## config.mk

```make
export PLATFORM = sky130hd
export DESIGN_NAME = recv_msg_top
export DESIGN_NICKNAME = d
export VERILOG_FILES = /design/src/design/recv_msg_pkg.sv /design/src/design/recv_ep_check.sv /design/src/design/recv_msg_store.sv /design/src/design/recv_msg_top.sv /design/src/design/recv_slot_search.sv
export VERILOG_INCLUDE_DIRS = /design/src /design/src/include
export SDC_FILE = /design/constraint.sdc
export NUM_CORES = 1
export LEC_CHECK = 0
export BUFFER_PORTS_ARGS = -buffer_cell sky130_fd_sc_hd__buf_2
export CORE_MARGIN = 1.5
export CORE_UTILIZATION = 30
export DETAILED_ROUTE_END_ITERATION = 10
export GPL_TIMING_DRIVEN = 0
export PLACE_DENSITY_LB_ADDON = 0.15
export SLEW_MARGIN = 20
export SYNTH_ARGS = -nofsm -noshare
export SYNTH_HDL_FRONTEND = slang
export SYNTH_SLANG_ARGS = --single-unit
```

## constraint.sdc

```tcl
create_clock -name clk_i -period 19.8 [get_ports clk_i]
set_input_delay 3.96 -clock clk_i [delete_from_list [all_inputs] [get_ports clk_i]]
set_output_delay 3.96 -clock clk_i [all_outputs]
set_load 0.01 [all_outputs]
```

## src/include/recv_msg_params.svh

```systemverilog
`ifndef RECV_MSG_PARAMS_SVH
`define RECV_MSG_PARAMS_SVH

// ------------------------------
// flit and memory geometry
// ------------------------------
// one flit fills one memory row
`define RM_FLIT_BYTES 16
`define RM_ADDR_W     32
`define RM_LEN_W      16

// ------------------------------
// endpoints and slots
// ------------------------------
`define RM_EP_W       8
`define RM_EP_COUNT   128
`define RM_SLOT_W     6
// occupied mask has one bit per slot
`define RM_MAX_SLOTS  32

// header flit stored ahead of payload
`define RM_HDR_BYTES  16

`endif

```

## src/design/recv_msg_pkg.sv

```systemverilog
`include "recv_msg_params.svh"

package recv_msg_pkg;

    typedef enum logic [1:0] {
        EP_INVALID = 2'd0,
        EP_SEND    = 2'd1,
        EP_RECEIVE = 2'd2,
        EP_MEMORY  = 2'd3
    } ep_type_e;

    // error codes reported in the acknowledgement
    typedef enum logic [2:0] {
        ERR_NONE          = 3'd0,
        ERR_RECV_GONE     = 3'd1,
        ERR_OUT_OF_BOUNDS = 3'd2,
        ERR_INV_RPL_EPS   = 3'd3,
        ERR_NO_SPACE      = 3'd4,
        ERR_ABORT         = 3'd5
    } rm_error_e;

    // receive endpoint, rpl_eps all ones means no reply endpoints
    typedef struct packed {
        ep_type_e                 ep_type;
        logic [`RM_EP_W-1:0]      rpl_eps;
        logic [`RM_SLOT_W-1:0]    slots_log2;
        logic [`RM_SLOT_W-1:0]    slot_size_log2;
        logic [`RM_SLOT_W-1:0]    wpos;
        logic [`RM_MAX_SLOTS-1:0] occupied;
        logic [`RM_ADDR_W-1:0]    buffer;
    } recv_ep_t;

    typedef struct packed {
        logic                    reply;
        logic [`RM_LEN_W-1:0]    length;
        logic [7:0]              sender_chip;
        logic [15:0]             sender_pe;
        logic [31:0]             label;
    } msg_hdr_t;

    typedef struct packed {
        recv_ep_t                ep;
        msg_hdr_t                hdr;
    } recv_req_t;

    typedef struct packed {
        logic [8*`RM_FLIT_BYTES-1:0] data;
        logic [`RM_FLIT_BYTES-1:0]   bsel;
        logic                        last;
    } noc_flit_t;

    typedef struct packed {
        logic [`RM_ADDR_W-1:0]       addr;
        logic [8*`RM_FLIT_BYTES-1:0] data;
        logic [`RM_FLIT_BYTES-1:0]   be;
    } mem_wr_t;

    typedef struct packed {
        rm_error_e               error;
        logic [`RM_SLOT_W-1:0]   slot_size_log2;
    } ep_check_t;

    typedef struct packed {
        logic                    found;
        logic [`RM_SLOT_W-1:0]   slot;
    } slot_result_t;

    typedef struct packed {
        rm_error_e               error;
        logic [`RM_SLOT_W-1:0]   slot;
        logic [`RM_SLOT_W-1:0]   new_wpos;
        logic [31:0]             label;
        logic [7:0]              sender_chip;
        logic [15:0]             sender_pe;
    } recv_ack_t;

endpackage

```

## src/design/recv_ep_check.sv

```systemverilog
`timescale 1ns/1ps
`include "recv_msg_params.svh"

module recv_ep_check (
    input  logic                    clk_i,
    input  logic                    reset_n_i,
    input  logic                    start_i,
    input  recv_msg_pkg::recv_req_t req_i,
    output logic                    done_o,
    output recv_msg_pkg::ep_check_t result_o
);

    // wide enough for any shift by a slot field
    logic [63:0]             slot_bytes;
    logic [63:0]             msg_bytes;
    logic [63:0]             rpl_end;
    recv_msg_pkg::ep_check_t result_d;
    logic                    done_q;
    recv_msg_pkg::ep_check_t result_q;

    always_comb begin
        slot_bytes = 64'd1 << req_i.ep.slot_size_log2;
        msg_bytes  = 64'(req_i.hdr.length) + 64'(`RM_HDR_BYTES);
        rpl_end    = 64'(req_i.ep.rpl_eps) + (64'd1 << req_i.ep.slots_log2);

        result_d.slot_size_log2 = req_i.ep.slot_size_log2;

        // priority: type, then size, then reply endpoint range
        if (req_i.ep.ep_type != recv_msg_pkg::EP_RECEIVE) begin
            result_d.error = recv_msg_pkg::ERR_RECV_GONE;
        end else if (msg_bytes > slot_bytes) begin
            result_d.error = recv_msg_pkg::ERR_OUT_OF_BOUNDS;
        end else if ((req_i.ep.rpl_eps != '1) && (rpl_end > 64'(`RM_EP_COUNT))) begin
            result_d.error = recv_msg_pkg::ERR_INV_RPL_EPS;
        end else begin
            result_d.error = recv_msg_pkg::ERR_NONE;
        end
    end

    always_ff @(posedge clk_i) begin
        if (!reset_n_i) begin
            done_q <= 1'b0;
        end else begin
            done_q <= start_i;
        end
    end

    always_ff @(posedge clk_i) begin
        if (start_i) begin
            result_q <= result_d;
        end
    end

    assign done_o   = done_q;
    assign result_o = result_q;

endmodule

```

## src/design/recv_msg_store.sv

```systemverilog
`timescale 1ns/1ps
`include "recv_msg_params.svh"

module recv_msg_store (
    input  logic                       clk_i,
    input  logic                       reset_n_i,
    input  recv_msg_pkg::recv_req_t    req_i,
    input  logic                       check_done_i,
    input  recv_msg_pkg::ep_check_t    check_i,
    input  logic                       search_done_i,
    input  recv_msg_pkg::slot_result_t search_i,
    input  logic                       flit_valid_i,
    input  recv_msg_pkg::noc_flit_t    flit_i,
    output logic                       flit_ready_o,
    output logic                       mem_wr_valid_o,
    output recv_msg_pkg::mem_wr_t      mem_wr_o,
    input  logic                       mem_wr_ready_i,
    output logic                       ack_valid_o,
    output recv_msg_pkg::recv_ack_t    ack_o,
    input  logic                       ack_ready_i,
    output logic                       busy_o
);

    typedef enum logic [2:0] {
        S_IDLE,
        S_WAIT,
        S_DATA,
        S_FLUSH,
        S_ACK
    } state_e;

    state_e                     state_q;
    logic                       have_search_q;
    recv_msg_pkg::rm_error_e    error_q;
    logic                       drain_q;
    logic                       mem_valid_q;

    recv_msg_pkg::recv_req_t    req_q;
    recv_msg_pkg::ep_check_t    check_q;
    recv_msg_pkg::slot_result_t search_q;
    logic [`RM_ADDR_W-1:0]      addr_q;
    recv_msg_pkg::mem_wr_t      mem_q;

    recv_msg_pkg::rm_error_e    merged_error;
    logic [`RM_ADDR_W-1:0]      slot_base;
    logic                       mem_free;
    logic                       flit_accept;
    logic                       flit_writes;

    // ------------------------------
    // result merge
    // ------------------------------
    // check error wins over search result
    always_comb begin
        if (check_q.error != recv_msg_pkg::ERR_NONE) begin
            merged_error = check_q.error;
        end else if (!search_q.found) begin
            merged_error = recv_msg_pkg::ERR_NO_SPACE;
        end else begin
            merged_error = recv_msg_pkg::ERR_NONE;
        end
    end

    assign slot_base = req_q.ep.buffer
                     + (`RM_ADDR_W'(search_q.slot) << check_q.slot_size_log2);

    // ------------------------------
    // flit handshake
    // ------------------------------
    assign mem_free     = !mem_valid_q || mem_wr_ready_i;
    assign flit_ready_o = (state_q == S_DATA) && mem_free;
    assign flit_accept  = flit_valid_i && flit_ready_o;
    // zero bsel aborts and that flit itself is never written
    assign flit_writes  = flit_accept && !drain_q && (flit_i.bsel != '0);

    // check done marks the cycle right after acceptance
    assign busy_o = (state_q != S_IDLE) || check_done_i;

    always_ff @(posedge clk_i) begin
        if (!reset_n_i) begin
            state_q       <= S_IDLE;
            have_search_q <= 1'b0;
            error_q       <= recv_msg_pkg::ERR_NONE;
            drain_q       <= 1'b0;
            mem_valid_q   <= 1'b0;
        end else begin
            if (search_done_i) begin
                have_search_q <= 1'b1;
            end

            if (flit_writes) begin
                mem_valid_q <= 1'b1;
            end else if (mem_wr_ready_i) begin
                mem_valid_q <= 1'b0;
            end

            case (state_q)
                S_IDLE: begin
                    if (check_done_i) begin
                        state_q <= S_WAIT;
                    end
                end
                // check result is already held on entry
                S_WAIT: begin
                    if (have_search_q) begin
                        error_q <= merged_error;
                        drain_q <= (merged_error != recv_msg_pkg::ERR_NONE);
                        state_q <= S_DATA;
                    end
                end
                S_DATA: begin
                    if (flit_accept) begin
                        if (!drain_q && (flit_i.bsel == '0)) begin
                            error_q <= recv_msg_pkg::ERR_ABORT;
                            drain_q <= 1'b1;
                        end
                        // wait for the last write only if one was loaded
                        if (flit_i.last) begin
                            state_q <= flit_writes ? S_FLUSH : S_ACK;
                        end
                    end
                end
                S_FLUSH: begin
                    if (mem_free) begin
                        state_q <= S_ACK;
                    end
                end
                S_ACK: begin
                    if (ack_ready_i) begin
                        state_q       <= S_IDLE;
                        have_search_q <= 1'b0;
                    end
                end
                default: state_q <= S_IDLE;
            endcase
        end
    end

    always_ff @(posedge clk_i) begin
        // request is held from the acceptance edge on
        if ((state_q == S_IDLE) && !check_done_i) begin
            req_q <= req_i;
        end
        if (check_done_i) begin
            check_q <= check_i;
        end
        if (search_done_i) begin
            search_q <= search_i;
        end
        if (state_q == S_WAIT) begin
            addr_q <= slot_base;
        end
        if (flit_writes) begin
            mem_q.addr <= addr_q;
            mem_q.data <= flit_i.data;
            mem_q.be   <= flit_i.bsel;
            addr_q     <= addr_q + `RM_ADDR_W'(`RM_FLIT_BYTES);
        end
    end

    assign mem_wr_valid_o = mem_valid_q;
    assign mem_wr_o       = mem_q;

    // ------------------------------
    // acknowledgement
    // ------------------------------
    always_comb begin
        ack_o.error       = error_q;
        ack_o.label       = req_q.hdr.label;
        ack_o.sender_chip = req_q.hdr.sender_chip;
        ack_o.sender_pe   = req_q.hdr.sender_pe;
        if (error_q == recv_msg_pkg::ERR_NONE) begin
            ack_o.slot     = search_q.slot;
            ack_o.new_wpos = search_q.slot + 1'b1;
        end else begin
            ack_o.slot     = '0;
            ack_o.new_wpos = '0;
        end
    end

    assign ack_valid_o = (state_q == S_ACK);

endmodule

```

## src/design/recv_msg_top.sv

```systemverilog
`timescale 1ns/1ps

module recv_msg_top (
    input  logic                    clk_i,
    input  logic                    reset_n_i,

    input  logic                    req_valid_i,
    input  recv_msg_pkg::recv_req_t req_i,
    output logic                    req_ready_o,

    input  logic                    flit_valid_i,
    input  recv_msg_pkg::noc_flit_t flit_i,
    output logic                    flit_ready_o,

    output logic                    mem_wr_valid_o,
    output recv_msg_pkg::mem_wr_t   mem_wr_o,
    input  logic                    mem_wr_ready_i,

    output logic                    ack_valid_o,
    output recv_msg_pkg::recv_ack_t ack_o,
    input  logic                    ack_ready_i
);

    logic                       start;
    logic                       busy;
    logic                       check_done;
    recv_msg_pkg::ep_check_t    check_result;
    logic                       search_done;
    recv_msg_pkg::slot_result_t search_result;

    // one message in flight at a time
    assign req_ready_o = !busy;
    assign start       = req_valid_i && req_ready_o;

    // check and search run side by side on the same request
    recv_ep_check i_recv_ep_check (
        .clk_i     (clk_i),
        .reset_n_i (reset_n_i),
        .start_i   (start),
        .req_i     (req_i),
        .done_o    (check_done),
        .result_o  (check_result)
    );

    recv_slot_search i_recv_slot_search (
        .clk_i     (clk_i),
        .reset_n_i (reset_n_i),
        .start_i   (start),
        .ep_i      (req_i.ep),
        .done_o    (search_done),
        .result_o  (search_result)
    );

    recv_msg_store i_recv_msg_store (
        .clk_i          (clk_i),
        .reset_n_i      (reset_n_i),
        .req_i          (req_i),
        .check_done_i   (check_done),
        .check_i        (check_result),
        .search_done_i  (search_done),
        .search_i       (search_result),
        .flit_valid_i   (flit_valid_i),
        .flit_i         (flit_i),
        .flit_ready_o   (flit_ready_o),
        .mem_wr_valid_o (mem_wr_valid_o),
        .mem_wr_o       (mem_wr_o),
        .mem_wr_ready_i (mem_wr_ready_i),
        .ack_valid_o    (ack_valid_o),
        .ack_o          (ack_o),
        .ack_ready_i    (ack_ready_i),
        .busy_o         (busy)
    );

endmodule

```

## src/design/recv_slot_search.sv

```systemverilog
`timescale 1ns/1ps
`include "recv_msg_params.svh"

module recv_slot_search (
    input  logic                       clk_i,
    input  logic                       reset_n_i,
    input  logic                       start_i,
    input  recv_msg_pkg::recv_ep_t     ep_i,
    output logic                       done_o,
    output recv_msg_pkg::slot_result_t result_o
);

    logic [`RM_SLOT_W-1:0]    start_cnt;
    logic [`RM_SLOT_W-1:0]    start_pos;
    logic [`RM_SLOT_W-1:0]    cur_pos;
    logic [`RM_SLOT_W-1:0]    cur_cnt;
    logic [`RM_SLOT_W-1:0]    cur_left;
    logic [`RM_MAX_SLOTS-1:0] cur_occ;
    logic [`RM_SLOT_W-1:0]    pos_inc;
    logic                     examining;
    logic                     hit;
    logic                     is_last;

    logic                       active_q;
    logic                       done_q;
    logic [`RM_SLOT_W-1:0]      pos_q;
    logic [`RM_SLOT_W-1:0]      cnt_q;
    logic [`RM_SLOT_W-1:0]      left_q;
    logic [`RM_MAX_SLOTS-1:0]   occ_q;
    recv_msg_pkg::slot_result_t result_q;

    // slot count capped at the mask width
    always_comb begin
        if (ep_i.slots_log2 >= `RM_SLOT_W'($clog2(`RM_MAX_SLOTS))) begin
            start_cnt = `RM_SLOT_W'(`RM_MAX_SLOTS);
        end else begin
            start_cnt = `RM_SLOT_W'(1) << ep_i.slots_log2;
        end
        start_pos = (ep_i.wpos < start_cnt) ? ep_i.wpos : '0;
    end

    // first slot is looked at in the start cycle itself
    assign examining = start_i || active_q;
    assign cur_pos   = start_i ? start_pos : pos_q;
    assign cur_cnt   = start_i ? start_cnt : cnt_q;
    assign cur_left  = start_i ? start_cnt - 1'b1 : left_q;
    assign cur_occ   = start_i ? ep_i.occupied : occ_q;

    // position never reaches the count, so the low bits index the mask
    assign hit     = !cur_occ[cur_pos[$clog2(`RM_MAX_SLOTS)-1:0]];
    assign is_last = hit || (cur_left == '0);
    // wrap at the slot count
    assign pos_inc = (cur_pos + 1'b1 == cur_cnt) ? '0 : cur_pos + 1'b1;

    always_ff @(posedge clk_i) begin
        if (!reset_n_i) begin
            active_q <= 1'b0;
            done_q   <= 1'b0;
        end else begin
            active_q <= examining && !is_last;
            done_q   <= examining && is_last;
        end
    end

    always_ff @(posedge clk_i) begin
        if (examining) begin
            pos_q  <= pos_inc;
            cnt_q  <= cur_cnt;
            left_q <= cur_left - 1'b1;
            occ_q  <= cur_occ;
            if (is_last) begin
                result_q.found <= hit;
                result_q.slot  <= cur_pos;
            end
        end
    end

    assign done_o   = done_q;
    assign result_o = result_q;

endmodule

```

Yosys cells after proc, flatten, opt, wreduce, memory -nomap -nowiden
Index checks and enable logic that the tools add are counted.
{"block": "op_classes", "reduce_logical": 35, "muxes": 36, "n_lt_le_gt_ge": 5, "eq_ne": 14, "div_mod_pow": 0, "mul": 0, "shift": 4, "add_sub_neg": 8, "bitwise_logic": 0}
{"operator": "<< shifter 1 x 6 -> 64 bit, first input constant", "n": 2}
{"operator": "2-to-1 mux 32 bit", "n": 3}
{"operator": "adder 8 x 64 -> 64 bit", "n": 1}
{"operator": "> comparator 64 bit", "n": 1}
{"operator": "> comparator 64 x 8 -> 1 bit, second input constant", "n": 1}
{"operator": "2-to-1 mux 3 bit", "n": 12}
{"operator": "adder 32 bit", "n": 1}
{"operator": "adder 32 x 5 -> 32 bit, second input constant", "n": 1}
{"operator": "<< shifter 6 x 6 -> 32 bit", "n": 1}
{"operator": "2-to-1 mux 6 bit", "n": 5}
{"operator": "adder 16 x 5 -> 17 bit, second input constant", "n": 1}
{"operator": "logical NOT 16 bit", "n": 1}
{"operator": "nonzero test 16 bit", "n": 1}
{"operator": "case mux 3 bit (5 select lines)", "n": 1}
{"operator": "adder 6 x 1 -> 6 bit, second input constant", "n": 2}
{"operator": "2-to-1 mux 12 bit", "n": 1}
{"operator": "subtractor 6 x 1 -> 6 bit, second input constant", "n": 2}
{"operator": "logical AND 1 bit", "n": 10}
{"operator": "2-to-1 mux 1 bit", "n": 9}
{"operator": "nonzero test 3 bit", "n": 3}
{"operator": "inequality test 2 x 1 -> 1 bit, second input constant", "n": 4}
{"operator": "inequality test 2 bit, second input constant", "n": 4}
{"operator": "inequality test 8 bit, second input constant", "n": 1}
{"operator": "equality test 3 x 2 -> 1 bit, second input constant", "n": 2}
{"operator": "other kinds (20)", "n": 32}
{"block": "totals", "romBits": 0, "input_bits": 316, "out_inout_bits": 251, "ramBits": 0, "latchBits": 0, "memories": 0, "reg_bits": 390, "word_cells": 131}

Depth between registers and ports, before layout
{"block": "logic_depth", "ltp_word": 11, "mapped_depth": 18, "mapped_depth_nobuf": 16}

Cells and area by module
From an unflattened synthesis, not the netlist that was laid out.
{"block": "hier_totals", "cells_unflattened": 1465, "hier_area_um2": 18741.7}
{"module": "recv_msg_store", "cells_per_inst": 959, "area_per_inst_um2": 13565.5, "n_inst": 1, "seq_area_each_um2": 9549.2}
{"module": "recv_slot_search", "cells_per_inst": 284, "area_per_inst_um2": 3458.3, "n_inst": 1, "seq_area_each_um2": 1751.7}
{"module": "recv_ep_check", "cells_per_inst": 220, "area_per_inst_um2": 1707.9, "n_inst": 1, "seq_area_each_um2": 260.2}
{"module": "recv_msg_top", "cells_per_inst": 2, "area_per_inst_um2": 10.0, "n_inst": 1, "seq_area_each_um2": 0.0}

Worst setup path after synthesis
Ideal clock, no wire load.
{"block": "synth_path", "path_type": "input -> register", "from": "input port mem_wr_ready_i", "to": "register i_recv_msg_store.addr_q[3], data pin", "path_slack_ns": 9.288, "cell_stages": 8, "setup_time_ns": 0.504, "arrival_time_ns": 10.008, "required_time_ns": 19.296, "n_path_buf": 2, "cell_sequence": "nand2b_1 and3_1 nand3b_1 nand2b_1 inv_1 clkbuf_1 buf_1 nor3_1"}
{"block": "synth_via", "elab_chain_len": 6}
{"element": "start, declared", "line_no": "recv_msg_top.sv:17", "rtl": "input logic mem_wr_ready_i,"}
{"element": "logical OR 1 bit", "line_no": "recv_msg_store.sv:70", "rtl": "assign mem_free = !mem_valid_q || mem_wr_ready_i;"}
{"element": "logical AND 1 bit", "line_no": "recv_msg_store.sv:71", "rtl": "assign flit_ready_o = (state_q == S_DATA) && mem_free;"}
{"element": "net flit_ready_o", "line_no": "recv_msg_top.sv:13", "rtl": "output logic flit_ready_o,"}
{"element": "logical AND 1 bit", "line_no": "recv_msg_store.sv:72", "rtl": "assign flit_accept = flit_valid_i && flit_ready_o;"}
{"element": "logical AND 1 bit (2 in a row)", "line_no": "recv_msg_store.sv:74", "rtl": "assign flit_writes = flit_accept && !drain_q && (flit_i.bsel != '0);"}
{"element": "net i_recv_msg_store.flit_writes", "line_no": "recv_msg_store.sv:48", "rtl": "logic flit_writes;"}
{"element": "2-to-1 mux 32 bit", "line_no": "recv_msg_store.sv:153", "rtl": "if (flit_writes) begin"}
{"element": "end signal, assigned", "line_no": "recv_msg_store.sv:151", "rtl": "addr_q <= slot_base;"}
{"element": "end signal, assigned", "line_no": "recv_msg_store.sv:157", "rtl": "addr_q <= addr_q + `RM_ADDR_W'(`RM_FLIT_BYTES);"}
{"element": "end, declared", "line_no": "recv_msg_store.sv:41", "rtl": "logic [`RM_ADDR_W-1:0] addr_q;"}
The timed path passes the listed nets, and every way through them passes these cells.
A chain may end at the register's enable or synchronous reset.

Worst setup path in the final report
{"block": "layout_path", "from": "input port mem_wr_ready_i", "to": "output port flit_ready_o"}
{"block": "layout_via", "elab_chain_len": 2}
{"element": "logical OR 1 bit", "line_no": "recv_msg_store.sv:70"}
{"element": "logical AND 1 bit", "line_no": "recv_msg_store.sv:71"}
{"element": "end, declared", "line_no": "recv_msg_top.sv:13"}
Every way passes these cells.

==> impl.org <==
** Detailed routing
- Wire length per cell after detailed routing :: 19.74 um
- Using the TritonRoute via totals, the vias-per-cell ratio works out to 4.592.
- Antenna-violating nets left :: 0
- Initial detailed-routing violation count :: ~580
- DRC violations left :: 0
- Total via count after detailed routing :: between 10000 and 15000
- The first TritonRoute pass finished after 5 iterations.
- Wires add up to 54590 um.

** Synth
- After synthesis, the share of flip-flops with an asynchronous set or reset is 0%.
- When the netlist entered floorplanning its net count stood at 1714.
- Synth Register Bits :: 388
- Most common cell in the synthesized netlist :: sky130_fd_sc_hd__edfxtp_1
- Summing the sequential cell areas from Yosys gives 64.39% of the chip area.
- Share of the synthesized area in the top cell type :: 63.05%
- Leading post-synthesis cells by instance count :: 376 x sky130_fd_sc_hd__edfxtp_1, 107 x sky130_fd_sc_hd__nand2_1, 104 x sky130_fd_sc_hd__nor2_1
- A synthesized cell averages 13.49 um2.
- Number of enable flip-flop cells after synthesis :: roughly 380
- Ys Warns :: 0
- After synthesis the cells add up to about 0.018 mm2.
- The synthesized netlist contains between 80 and 90 unique library cells.
- Top area cells in the synthesized netlist :: sky130_fd_sc_hd__edfxtp_1 63%, sky130_fd_sc_hd__ha_1 4.8%, sky130_fd_sc_hd__buf_4 2.5%
- Counting every instance in the synthesized netlist gives approximately 1300.
- Most instantiated flip-flop cell in the synthesis netlist :: sky130_fd_sc_hd__edfxtp_1
- Summed over all instances, the cell type with the most area after synthesis is sky130_fd_sc_hd__edfxtp_1.

** Critical path
- The critical path starts at mem_wr_ready_i.
- The slowest stage of the critical path is the sky130_fd_sc_hd__and3_1 cell.
- Cell chain of the critical path :: buf_2 -> nand2b_1 -> and3_1 -> buf_2
- Along the worst path, the maximum fanout reaches 2.
- Crit start category :: primary input
- The worst setup path is of the in2out kind.
- Worst path required time :: 15.84 ns
- Together, buffers and inverters on the worst path number 2.
- STA classifies the critical path endpoint as a primary output.
- Crit-path leading delay family :: simple AND/OR/NAND/NOR gates
- Counting stages on the worst path, the most repeated cell is sky130_fd_sc_hd__buf_2.
- Worst flop-to-flop path startpoint :: i_recv_msg_store.check_q[0]$_DFFE_PP_
- In this design, the stage delay of the slowest critical-path cell is about 0.21 ns.
- Arrival time of data at the critical path endpoint :: 4.57 ns

** Timing
- The final-report max-slew violation count was 0.
- Setup violations remaining at the end of the flow were counted as 0.
- At the pin with the least slew margin, the transition time is around 0.95 ns.
- Setup TNS Final :: 0 ns
- The worst path uses 43.11% of the clock period.
- Worst relative slew slack :: 36.27%
- Hold Fails Final Rpt :: 0
- Setup skew after layout :: 0.01391 ns
- Setup repair after global routing left no endpoint under its margin.
- The routed design could run at a clock period as short as 8.535 ns.
- Maximum clock frequency :: 0.1172 GHz

** CTS
- Cts-stage hold buffer count :: 0
- Post-CTS sizing :: 0
- Clock-pin slew was measured on the worst setup and hold paths at 0.06 ns.
- TritonCTS built the clock tree.
- Latest clock arrival within the worst-skew pair :: 0.57 ns
- No sink is reached through more buffers than the 3 on the longest clock path.
- Clock tree synthesis selected as its root buffer the cell sky130_fd_sc_hd__clkbuf_16.
- Clock sink count :: 388
- Inserted Clock Buffers :: 45
- The H-tree was split into 2 levels.
- Post-CTS setup buffer count :: 0

** Die
- Starting density of the core :: a little under a third
- The die is 247.3 um wide.
- In this run the count of I/O pins placed on the die edge is approximately 570.
- The floorplan has around 90 rows.
- Standard cell core area :: between 0.05 and 0.06 mm2
- Die area :: 0.06117 mm2
- Y dimension of the die :: about 250 um

** Layout
- Sequential cell area :: approximately 0.012 mm2
- Relative to the synthesized area, the layout overhead comes to 31.07%.
- Fin nets :: around 2300
- The multi-input combinational cells in the finished layout cover a total of 0.005669 mm2.
- Utilization of the core after routing :: 39.77%
- After filler insertion, the fill cell instance count of the layout stands at 5783.
- Of the cells placed in the final design, the portion with a size suffix greater than 1 is between 30% and 40%.

** Global routing
- The number of global-route vias before repair is around 12000.
- Gr ovfl total :: 0
- Combined global-route utilization of all metal layers :: 17.02%
- The first global-routing pass estimated a little under 80000 um of wire.
- The number of antenna violations at the first check in global routing is 10.
- Entering global routing, the biggest net connects 53 pins.

** Placed design
- Port buffering added 563 buffers.
- Detailed placement finished with a half-perimeter wire length of ~44000 um.
- Final weighted congestion in routability-driven placement :: 0.8896

** Power and ir drop
- Max IR drop VDD :: 0.07910 mV
- Static leakage :: slightly below 10 nW
- Reported net switching power :: 0.001069 W
- The internal portion of the total power is 0.002229 W.
- Reg power frac :: 41.8%
- Comb pwr share :: 32.6%
- Switching Fraction :: around 32%
- In this run, the clock network consumes 25.6% of the power.
- In this run the power density over the cells is between 100 and 150 mW/mm2.

** Outcome
- The flow ran to the end, and the final reports show no timing, DRC or antenna violations.

** Min path
- The worst hold path begins at i_recv_ep_check.result_o[0]$_DFFE_PP_.
- Type of the tightest min-delay check :: reg2reg

** Run
- Max-Cap Viols :: 0
==> final timing paths <==
check	end	slack (ns)	cells after the start
setup / recovery	flit_ready_o	11.27	4
hold / removal	i_recv_msg_store.check_q[0]$_DFFE_PP_	0.42	0
setup reg to reg	i_recv_msg_store.addr_q[27]$_DFFE_PP_	14.63	16
hold reg to reg	i_recv_msg_store.check_q[0]$_DFFE_PP_	0.42	0
==> cell families after synthesis <==
logic type / synth area share [%]
xor gates and xnor gates: 4.332
muxes: 2.858
AOI/OAI and AO/OA: 8.349
and+or+nand+nor: 11.07
adders and majority gates: 4.975
buffers and inverters: 4.024
DFF: 64.39
==> metal layers <==
metal  vias to the layer above  global-route usage [%]  part of all wire, %
li1                       6184                       -                    -
met1                      6034                   20.38                   41
met2                       391                   30.05                   50
met3                        83                   4.189                  6.8
met4                         6                   4.991                  2.2
met5                         -                       0                0.064
==> final cells by class <==
class | count | area share (%)
Sequential cell | 388 | 49.13
Multi-Input combinational cell | 821 | 24.15
Timing Repair Buffer | 578 | 13.10
Clock buffer | 58 | 5.181
Tap cell | 773 | 4.120
Buffer | 88 | 2.580
Clock inverter | 24 | 1.205
Inverter | 31 | 0.4957
Antenna cell | 4 | 0.04264
==> metrics by stage <==
stage / cell area, um2 / setup WS, ns / hold slack (ns) / total power [W] / std cells
2_1_floorplan: 17910 / 9.288 / 0.4003 / 0.002074 / 1328
3_3_place_gp: 21690 / 6.178 / 0.4043 / 0.002466 / 2664
3_5_place_dp: 21960 / 11.26 / 0.4045 / 0.002482 / 2679
4_1_cts: 23460 / 11.26 / 0.4197 / 0.003346 / 2761
5_1_grt: 23470 / 11.23 / 0.4210 / 0.003483 / 2765
6_report: 23470 / 11.27 / 0.4181 / 0.003298 / 2765
==> flip-flops by register name, summed over array words and instances (netlist names), 3 cells and up <==
signal,flops
i_recv_msg_store.mem_wr_o,176
i_recv_msg_store.search_q,7
i_recv_msg_store.addr_q,32
i_recv_msg_store.state_q,3
i_recv_slot_search.left_q,6
i_recv_slot_search.cnt_q,6
i_recv_msg_store.check_q,8
i_recv_msg_store.ack_o,56
i_recv_msg_store.error_q,3
i_recv_slot_search.pos_q,6
i_recv_msg_store.req_q,32
i_recv_slot_search.occ_q,32
i_recv_slot_search.result_o,7
i_recv_ep_check.result_o,8
==> layout by cell type, fill, tap and decap left out, drive strengths merged, types with 18 or more instances in the layout <==
cell / count
a21o: 33
a21oi: 50
and2: 18
and3: 27
buf: 646
clkbuf: 78
edfxtp: 376
ha: 68
inv: 32
mux2: 41
nand2: 108
nand3: 38
nor2: 105
nor3: 22
o21ai: 49
xnor2: 45
xor2: 41
==> power by group through the flow <==
stage	Combinational, W	Sequential [W]	Clock [W]
6_report	0.00107	0.00138	0.000845
5_1_grt	0.00118	0.00140	0.000898
4_1_cts	0.00109	0.00138	0.000874
3_5_place_dp	0.00109	0.00140	0
3_3_place_gp	0.00103	0.00144	0
2_1_floorplan	0.000676	0.00140	0
Note: power is estimated with default switching activity, not from simulation.
